`config.mk`:
```
export PLATFORM = sky130hd
export DESIGN_NAME = featureParser
export DESIGN_NICKNAME = d
export VERILOG_FILES = /design/src/design/parser_pkg.sv /design/src/design/scanFsm.sv /design/src/design/bankAddrGen.sv /design/src/design/windowAssembler.sv /design/src/design/featureParser.sv
export VERILOG_INCLUDE_DIRS = /design/src /design/src/design
export SDC_FILE = /design/constraint.sdc
export NUM_CORES = 2
export LEC_CHECK = 0
export BUFFER_PORTS_ARGS = -buffer_cell sky130_fd_sc_hd__buf_2
export CAP_MARGIN = 20
export CORE_AREA = 4 4 465 467
export CTS_CLUSTER_SIZE = 8
export DETAILED_ROUTE_END_ITERATION = 8
export DIE_AREA = 0 0 469 471
export MAX_ROUTING_LAYER = met4
export PLACE_DENSITY_LB_ADDON = 0.3
export SLEW_MARGIN = 20
export SYNTH_ARGS = -nofsm -noshare
export SYNTH_HDL_FRONTEND = slang
export SYNTH_SLANG_ARGS = --single-unit
```
`constraint.sdc`:
```
create_clock -name clk -period 3.3 [get_ports clk]
set_clock_uncertainty 0.05 [all_clocks]
set_input_delay 0.99 -clock clk [delete_from_list [all_inputs] [get_ports clk]]
set_output_delay 0.99 -clock clk [all_outputs]
set_load 0.005 [all_outputs]
```
`src/design/parser_consts.svh`:
```
`ifndef PARSER_CONSTS_SVH
`define PARSER_CONSTS_SVH

////////////////////////////////////////////////////////////
// frame geometry
////////////////////////////////////////////////////////////
`define COLS 8          // window positions per row
`define ROWS 6          // frame rows
`define COL_W 4         // holds 0..COLS
`define ROW_W 3         // holds 0..ROWS

////////////////////////////////////////////////////////////
// scan timing
////////////////////////////////////////////////////////////
`define WIN_DELAY 4     // dwell per column position
`define DLY_W 3
`define COL_SYNC 3      // column-end wait
`define SYNC_W 3
`define VLD_START 1     // mac valid once dwell passes this

////////////////////////////////////////////////////////////
// banks and words
////////////////////////////////////////////////////////////
`define BANKS 16
`define ADDR_W 9
`define BANK_HALF 4     // base of the second bank half
`define LANES 4         // channels per word
`define PIX_W 8

`endif

```
`src/design/parser_pkg.sv`:
```
`default_nettype none

`include "parser_consts.svh"

package parser_pkg;

	typedef enum logic [2:0] {
		IDLE,
		ROW0,
		ROW_ODD,
		ROW_EVEN,
		ROW_END,
		COL_END
	} scanStateT;

	typedef logic [`BANKS-1:0][`ADDR_W-1:0] bankAddrT;

	// one bank word, lane 0 in the low byte
	typedef logic [`LANES-1:0][`PIX_W-1:0] bankWordT;

	typedef bankWordT [`BANKS-1:0] bankDataT;   // index is slot*4 + lane

	typedef bankWordT [`BANKS-1:0] windowT;     // index is row*4 + column

endpackage

`default_nettype wire

```
`src/design/scanFsm.sv`:
```
`default_nettype none

`include "parser_consts.svh"

module scanFsm import parser_pkg::*; (
	input wire clk,
	input wire rstn,
	input wire start,
	output scanStateT state,
	output logic [`COL_W-1:0] col,
	output logic colPhase,
	output logic advance,
	output logic colEnd,
	output scanStateT lastPrev,
	output logic macValid,
	output logic busy
);

	localparam logic [`COL_W-1:0] ColLast = `COLS - 1;
	localparam logic [`COL_W-1:0] ColStop = `COLS;
	localparam logic [`ROW_W-1:0] RowLast = `ROWS - 1;
	localparam logic [`DLY_W-1:0] DwellMax = `WIN_DELAY;
	localparam logic [`DLY_W-1:0] VldStart = `VLD_START;
	localparam logic [`SYNC_W-1:0] SyncMax = `COL_SYNC;

	scanStateT nextState;
	logic [`ROW_W-1:0] row;
	logic [`DLY_W-1:0] dwellCnt;
	logic [`SYNC_W-1:0] syncCnt;
	logic syncDone;
	logic rowState;

	assign rowState = (state != IDLE) && (state != COL_END);
	assign colEnd = rowState && (col == ColStop);
	assign advance = rowState && (dwellCnt == DwellMax) && (col != ColLast);
	assign macValid = dwellCnt > VldStart;
	assign busy = state != IDLE;

	////////////////////////////////////////////////////////////
	// row-type state machine
	////////////////////////////////////////////////////////////
	always_ff @(posedge clk or negedge rstn) begin
		if (!rstn) begin
			state <= IDLE;
		end else if (start) begin   // frozen while start is low
			state <= nextState;
		end
	end

	always_comb begin
		nextState = state;
		case (state)
			IDLE: nextState = ROW0;
			ROW0, ROW_ODD, ROW_EVEN, ROW_END: begin
				if (colEnd) begin
					nextState = COL_END;
				end
			end
			COL_END: begin
				if (syncDone) begin
					case (lastPrev)
						ROW0: nextState = ROW_ODD;
						ROW_ODD: nextState = ROW_EVEN;
						ROW_EVEN: nextState = ROW_ODD;
						default: nextState = IDLE;   // frame done
					endcase
					if (row == RowLast) begin
						nextState = ROW_END;
					end
				end
			end
			default: nextState = IDLE;
		endcase
	end

	////////////////////////////////////////////////////////////
	// column, row and dwell counters
	////////////////////////////////////////////////////////////
	always_ff @(posedge clk or negedge rstn) begin
		if (!rstn) begin
			col <= '0;
			row <= '0;
			dwellCnt <= '0;
			colPhase <= 1'b0;
			lastPrev <= IDLE;
		end else if (start) begin
			if (state == IDLE) begin
				col <= '0;
				row <= '0;
				dwellCnt <= '0;
				colPhase <= 1'b0;
			end else if (colEnd) begin
				col <= '0;
				colPhase <= 1'b0;
				row <= row + 1'b1;
				lastPrev <= state;   // picks the next row type
			end else if (rowState) begin
				if (dwellCnt == DwellMax) begin
					dwellCnt <= '0;
					col <= col + 1'b1;
					colPhase <= ~colPhase;
				end else begin
					dwellCnt <= dwellCnt + 1'b1;
				end
			end
		end
	end

	// column-end wait, done flag registered one cycle late
	always_ff @(posedge clk or negedge rstn) begin
		if (!rstn) begin
			syncCnt <= '0;
			syncDone <= 1'b0;
		end else if (start) begin
			if (state == COL_END && !syncDone) begin
				syncCnt <= syncCnt + 1'b1;
				syncDone <= syncCnt == SyncMax;
			end else begin
				syncCnt <= '0;
				syncDone <= 1'b0;
			end
		end
	end

endmodule

`default_nettype wire

```
`src/design/bankAddrGen.sv`:
```
`default_nettype none

`include "parser_consts.svh"

module bankAddrGen import parser_pkg::*; (
	input wire clk,
	input wire rstn,
	input wire start,
	input scanStateT state,
	input wire [`COL_W-1:0] col,
	input wire colPhase,
	input wire advance,
	input wire colEnd,
	output bankAddrT bankAddr,
	output logic [`BANKS-1:0] chipSel
);

	localparam int SlotN = `BANKS / `LANES;
	localparam logic [`ADDR_W-1:0] HalfBase = `BANK_HALF;
	localparam logic [`BANKS-1:0] FirstColMask = 16'h7777;   // lane 3 of each slot off

	logic rowToggleOdd;
	logic rowToggleEven;
	logic [SlotN-1:0] halfSlots;   // slots restarting at HalfBase

	always_comb begin
		case (state)
			ROW0: halfSlots = 4'b0001;
			ROW_ODD: halfSlots = rowToggleOdd ? 4'b1000 : 4'b0111;
			ROW_EVEN: halfSlots = rowToggleEven ? 4'b0001 : 4'b1110;
			default: halfSlots = '0;
		endcase
	end

	////////////////////////////////////////////////////////////
	// bank address registers
	////////////////////////////////////////////////////////////
	always_ff @(posedge clk or negedge rstn) begin
		if (!rstn) begin
			bankAddr <= '0;
			rowToggleOdd <= 1'b0;
			rowToggleEven <= 1'b0;
		end else if (state == IDLE) begin
			bankAddr <= '0;
			rowToggleOdd <= 1'b0;
			rowToggleEven <= 1'b0;
		end else if (start) begin
			if (colEnd && state != ROW_END) begin
				for (int b = 0; b < `BANKS; b++) begin
					bankAddr[b] <= halfSlots[b / `LANES] ? HalfBase : '0;
				end
				if (state == ROW_ODD) begin
					rowToggleOdd <= ~rowToggleOdd;
				end
				if (state == ROW_EVEN) begin
					rowToggleEven <= ~rowToggleEven;
				end
			end else if (advance) begin
				// lanes 0/1 on odd phase, lanes 2/3 on even phase
				for (int b = 0; b < `BANKS; b++) begin
					if (colPhase == ((b % `LANES) < 2)) begin
						bankAddr[b] <= bankAddr[b] + 1'b1;
					end
				end
			end
		end
	end

	always_comb begin
		chipSel = '0;
		if (state != IDLE && state != COL_END) begin
			chipSel = '1;
			if (col == '0) begin
				chipSel = chipSel & FirstColMask;
			end
			if (state == ROW0) begin
				chipSel[`BANKS-1 -: `LANES] = '0;   // top slot padded
			end
			if (state == ROW_END) begin
				chipSel[`LANES-1:0] = '0;   // bottom slot padded
			end
		end
	end

endmodule

`default_nettype wire

```
`src/design/windowAssembler.sv`:
```
`default_nettype none

`include "parser_consts.svh"

module windowAssembler import parser_pkg::*; (
	input wire clk,
	input wire rstn,
	input wire start,
	input scanStateT state,
	input wire [`COL_W-1:0] col,
	input wire colPhase,
	input bankDataT bankData,
	output windowT window
);

	localparam logic [`COL_W-1:0] ColLast = `COLS - 1;
	localparam int WinN = `LANES;   // square window, one lane per column

	bankDataT captured;
	logic rowState;
	logic [1:0] rowRot;    // window row to row slot
	logic [1:0] laneRot;   // window column to bank lane

	assign rowState = (state != IDLE) && (state != COL_END);

	////////////////////////////////////////////////////////////
	// bank word capture
	////////////////////////////////////////////////////////////
	always_ff @(posedge clk or negedge rstn) begin
		if (!rstn) begin
			captured <= '0;
		end else if (start && state != COL_END) begin
			captured <= bankData;
		end
	end

	// odd and last rows start at slot 1, first and even rows at slot 3
	always_comb begin
		if (state == ROW_ODD || state == ROW_END) begin
			rowRot = 2'd1;
		end else begin
			rowRot = 2'd3;
		end
		laneRot = colPhase ? 2'd1 : 2'd3;
	end

	////////////////////////////////////////////////////////////
	// window rotation with zero padding
	////////////////////////////////////////////////////////////
	always_comb begin
		window = '0;
		if (rowState) begin
			for (int r = 0; r < WinN; r++) begin
				for (int c = 0; c < WinN; c++) begin
					if (!((state == ROW0 && r == 0) ||
						(state == ROW_END && r == WinN - 1) ||
						(col == '0 && c == 0) ||
						(col == ColLast && c == WinN - 1))) begin
						window[r * WinN + c] =
							captured[{2'(r + int'(rowRot)), 2'(c + int'(laneRot))}];
					end
				end
			end
		end
	end

endmodule

`default_nettype wire

```
`src/design/featureParser.sv`:
```
`default_nettype none

`include "parser_consts.svh"

module featureParser import parser_pkg::*; (
	input wire clk,
	input wire rstn,
	input wire start,
	input bankDataT bankData,
	output bankAddrT bankAddr,
	output logic [`BANKS-1:0] chipSel,
	output windowT window,
	output logic macValid,
	output logic busy
);

	scanStateT state;
	scanStateT lastPrev;   // row type before the current column end
	logic [`COL_W-1:0] col;
	logic colPhase;
	logic advance;
	logic colEnd;

	scanFsm fsm_i (
		.clk(clk),
		.rstn(rstn),
		.start(start),
		.state(state),
		.col(col),
		.colPhase(colPhase),
		.advance(advance),
		.colEnd(colEnd),
		.lastPrev(lastPrev),
		.macValid(macValid),
		.busy(busy)
	);

	bankAddrGen addr_i (
		.clk(clk),
		.rstn(rstn),
		.start(start),
		.state(state),
		.col(col),
		.colPhase(colPhase),
		.advance(advance),
		.colEnd(colEnd),
		.bankAddr(bankAddr),
		.chipSel(chipSel)
	);

	windowAssembler win_i (
		.clk(clk),
		.rstn(rstn),
		.start(start),
		.state(state),
		.col(col),
		.colPhase(colPhase),
		.bankData(bankData),
		.window(window)
	);

endmodule

`default_nettype wire

```
# Word level (Yosys, flattened, before mapping)
# Index checks and enable logic that the tools add are counted.
# totals
reg_bits,679
inputBits,515
output_inout_bits,674
elab_cells,301
# classes
n_addsub,26
n_lt_le_gt_ge,17
n_eq_ne,20
muxes,107
bitwise_logic,4
reduce_logical,37
# op_table
cell,count
32-bit binary-select mux with 4-bit select,16
32-bit 2-to-1 mux,28
144-bit 2-to-1 mux,4
512-bit 2-to-1 mux,1
"9-bit by 1-bit adder with 9-bit output, second input constant",16
9-bit 2-to-1 mux,16
"4-bit by 5-bit less-than comparator with 1-bit output, second input constant",16
3-bit 2-to-1 mux,14
16-bit 2-to-1 mux,2
4-bit 2-to-1 mux,8
3-bit AND reduction,8
"3-bit by 2-bit == test with 1-bit output, second input constant",5
3-bit nonzero test,5
1-bit 2-to-1 mux,13
"3-bit == test, second input constant",4
4-bit one-hot mux with 3 select lines,1
2-bit nonzero test,6
"3-bit by 1-bit adder with 3-bit output, second input constant",3
3-bit one-hot mux with 3 select lines,1
"2-bit adder, first input constant",4
1-bit logical AND,7
"3-bit by 1-bit == test with 1-bit output, second input constant",2
"3-bit inequality test, second input constant",2
1-bit logical OR,5
other kinds (18),24

# Depth between registers and ports, before layout
# logic_depth
depth_word,8
ltp_mapped,10
mapped_depth_nobuf,7

# Modules after synthesis
# Synthesis repeated with hierarchy kept, for this count alone.
# unflattened
cells_unflattened,3846
area_unflattened_um2,41245.8
# by_module_without_submodules
module,n_inst,cells_each,area_per_inst_um2,seq_area_each_um2
windowAssembler,1,2943,32473.6,12812.3
bankAddrGen,1,778,7469.7,3653.5
scanFsm,1,125,1302.5,525.5

# Worst setup path after synthesis
# OpenSTA, ideal clock, no wires.
# synth_path
path_kind,reg-to-output
from,reg fsm_i.state[1]
to,out window[160] in the netlist's numbering
arrival_time_ns,2.006
slack_ns,0.254
stages_incl_launch_ff,8
path_buffers,3
cell_sequence,dfrtp_1 > buf_2 > nand2b_1 > a21oi_2 > buf_2 > buf_4 > mux4_2 > and2_1
# synth_lines
item,line,text
start: declaration,scanFsm.sv:9,"output scanStateT state,"
start signal: assignment,scanFsm.sv:46,state <= nextState;
end: declaration,featureParser.sv:12,"output windowT window,"

==> flow_summary_export.csv <==
group,metric,value,unit
logic_synthesis,synth_edf_count,0,
clock_tree,clk_transition_reported_paths,0.05,ns
final_layout,nets,6168,
clock_tree,clkLatencyLatePin,0.74,ns
placement,place_inst,8263,
clock_tree,cts.htree.levels,3,
logic_synthesis,yosysTopAreaCell,"dfrtp_1",
logic_synthesis,synth_flop_cell,"dfrtp_1",
logic_synthesis,synthCells,4326,
global_route,grt-ovfl-total,0,
timing,fin_setup_tns,-299.18,ns
clock_tree,clockBufferDepth,3,
setup_path,path_max_fanout,6,
logic_synthesis,synth_cell_type_count,60,
setup_path,critPathKind,"flop to primary output",
placement,gp_congestion,0.9501,
floorplanning,design.die.area,220900,sq um
timing,slew_viol_final,0,
global_route,grt_pass1_vias,41125,
global_route,grt_pass1_wl,331.3,mm
timing,max_clock_freq,248.3,MHz
timing,finalSetupViolations,529,
floorplanning,initial_core_util,20.54,%
setup_path,cp-start-kind,"flop",
clock_tree,cts.root.buffer_cell,"clkbuf_16",
timing,rsz0062_at_grt,"yes",
floorplanning,core,211700,sq um
logic_synthesis,synth_seq_cells,679,
routing,avgRoutedWirePerCell,28.57,um
logic_synthesis,synth_fp_nets,4866,
timing,worst_slew_pin_slew,1.236,ns
clock_tree,cts_tree,"built",
logic_synthesis,synth_top_area_share,39.08,%
routing,drtPass1Iterations,6,
final_layout,final_layout_size_suffix_gt1_share,44.11,%
power_and_ir_drop,p_leak,0.02881,uW
routing,drtAntennaViolNets,0,
floorplanning,fp-row-count,169,
logic_synthesis,syn_area,43480,sq um
floorplanning,die_y,471,um
power_and_ir_drop,power_density,1138,nW/um^2
power_and_ir_drop,max-vdd-ir-drop,573.9,uV
logic_synthesis,yosysWarnings,0,
floorplanning,die_w,469,um
flow_run,max_cap_viol_count,0,
status,status,"finished with violations",
worst_hold_path,hp-class,"input port to async pin",
placement,portBuffers,1188,
status,violations,"setup timing",
timing,setup_slack,-0.7279,ns
global_route,grt_usage,21.77,%
global_route,antenna_found_initial,120,
final_layout,final_cells,8557,
logic_synthesis,synth.yosys.seq_area_share,39.08,%
setup_path,required,2.26,ns
final_layout,synthToLayoutAreaGrowth,41.43,%
clock_tree,cts.sink_count,679,
logic_synthesis,synthTopCellsByArea,"dfrtp_1 (39%), mux4_2 (27%), nand2_1 (14%)",
power_and_ir_drop,power,69960,uW
routing,routed_via_density,4.881,
routing,drc,0,
logic_synthesis,synth_most_common_cell,"nand2_1",
timing,min_period,4.028,ns
setup_path,worstPathArrival,2.99,ns
logic_synthesis,async_reset_ff_share,100.0,%
floorplanning,ios,1189,
timing,finalHoldViolCount,0,
routing,via_count,41769,
setup_path,cp-end-kind,"primary output",
clock_tree,hold_buffers,0,
logic_synthesis,synth_area_per_cell,10.05,sq um
clock_tree,cts_buffers,99,
logic_synthesis,yosys-top-cells-count,"nand2_1 (1,666), dfrtp_1 (679), mux4_2 (512), and2_1 (326), clkbuf_1 (212)",
placement,dpl_cell_area,54460,sq um
routing,drt_iter0_markers,4037,
routing,wl,244.5,mm
timing,fin_crit_sh,122.1,%
placement,dp_hpwl,188.7,mm
timing,relSlewSlack,17.58,%
final_layout,design_area,61490,sq um
global_route,grt_max_degree,171,
[state kept, by name (all words and copies together), names as in the netlist]
signal / count
win_i.captured: 512
addr_i.bankAddr: 144
fsm_i.col: 4
fsm_i.dwellCnt: 3
fsm_i.lastPrev: 3
fsm_i.row: 3
fsm_i.state: 3
fsm_i.syncCnt: 3
addr_i.rowToggleEven: 1
addr_i.rowToggleOdd: 1
fsm_i.colPhase: 1
fsm_i.syncDone: 1
[logic make-up after synthesis]
family	share of synthesized area [%]
AO/OA/AOI/OAI	4.484
XOR/XNOR	0.07772
adder cells (fa/ha/maj)	0.7194
buffers and inverters	3.781
flip-flops	39.08
multiplexers	26.80
AND/OR/NAND/NOR	25.05
[per-stage QoR]
step / setup WS, ns / hold WS (ns) / util, %
finish: -0.7279 / 0.1830 / 29.05
global route: -0.8778 / 0.1533 / 29.04
CTS: -0.8327 / 0.1736 / 27.93
detailed placement: -0.1998 / 0.4169 / 25.73
global placement: -0.2152 / 0.4148 / 25.73
floorplan: 0.2542 / 0.4006 / -
[cell usage in the layout (no fill, tap or decap), types with 6 or more instances in the layout]
cell,netlist,layout
buf_12,0,88
buf_2,60,992
o22a_1,16,16
dfrtp_1,679,678
a22o_1,20,20
buf_6,0,224
nor2b_4,0,68
mux2i_1,10,10
diode_2,0,80
clkbuf_16,0,113
o311ai_1,10,10
a31oi_1,29,28
o21ai_1,31,28
inv_1,10,10
nor3_1,13,13
nor2b_1,196,122
buf_8,0,22
and3_1,36,36
or4_1,11,11
clkbuf_8,0,10
clkbuf_1,212,9
and2_4,0,193
nand4_1,31,31
o211ai_1,12,12
nor2b_2,0,6
buf_4,55,190
nand2_1,1666,1659
o31ai_1,32,32
o21ai_0,68,68
o311ai_0,9,9
buf_16,0,18
and2_1,326,129
or2_2,10,10
nor2_1,50,48
a21oi_1,33,33
a41oi_1,11,11
or3_1,8,8
nand3_1,67,67
mux4_2,512,512
ha_1,25,25
[final cells by class]
cell class	count	area, sq um
inverters	15	61.31
clock buffers	119	2674
repair buffers	1549	11890
well taps	2821	3530
diodes	80	200.2
multi-input cells	3284	25970
flip-flops and latches	679	17000
fillers	22319	150200
clock inverters	10	168.9
[worst paths after layout]
| path | cells past startpoint | start | slack [ns] | endpoint |
|---|---|---|---|---|
| min in group clk | 3 | bankData[88] | 0.36 | win_i.captured[88] |
| hold / removal | 1 | rstn | 0.18 | win_i.captured[207] |
| setup reg to reg | 7 | fsm_i.state[0] | 0.34 | addr_i.bankAddr[69] |
| hold reg to reg | 1 | addr_i.bankAddr[98] | 0.42 | addr_i.bankAddr[98] |
| max in group asynchronous | 2 | rstn | 1.99 | addr_i.bankAddr[56] |
| setup / recovery | 9 | fsm_i.state[2] | -0.73 | window[81] |
[worst max-delay path: stages, from the launching register on]
cell,delay [ns]
dfrtp_1,0.40
nand2b_4,0.17
a21oi_4,0.17
buf_12,0.18
buf_12,0.13
buf_16,0.14
buf_8,0.12
mux4_2,0.60
and2_4,0.21
buf_6,0.11
[power by group]
part | total, uW | internal [uW] | switching (uW)
registers | 16900 | 11600 | 5240
logic | 43200 | 22300 | 20900
clock network | 9900 | 5640 | 4270
[metal layers]
metal	vias to the layer above	GRT usage, %	part of all wire, %
li1	17819	-	-
met1	21532	26.14	39
met2	2018	34.17	47
met3	400	5.424	8.0
met4	0	10.42	5.8
met5	-	-	0
[what timing repair did]
item | CTS | global route
gates cloned | 16 | 14
gates resized for setup | 294 | 451
endpoints found under the setup margin | 529 | 529
endpoints found under the hold margin | 0 | 0
buffers inserted | 36 | 40
pin swaps | 5 | 35
No activity file was read; power rests on OpenSTA's default activity.
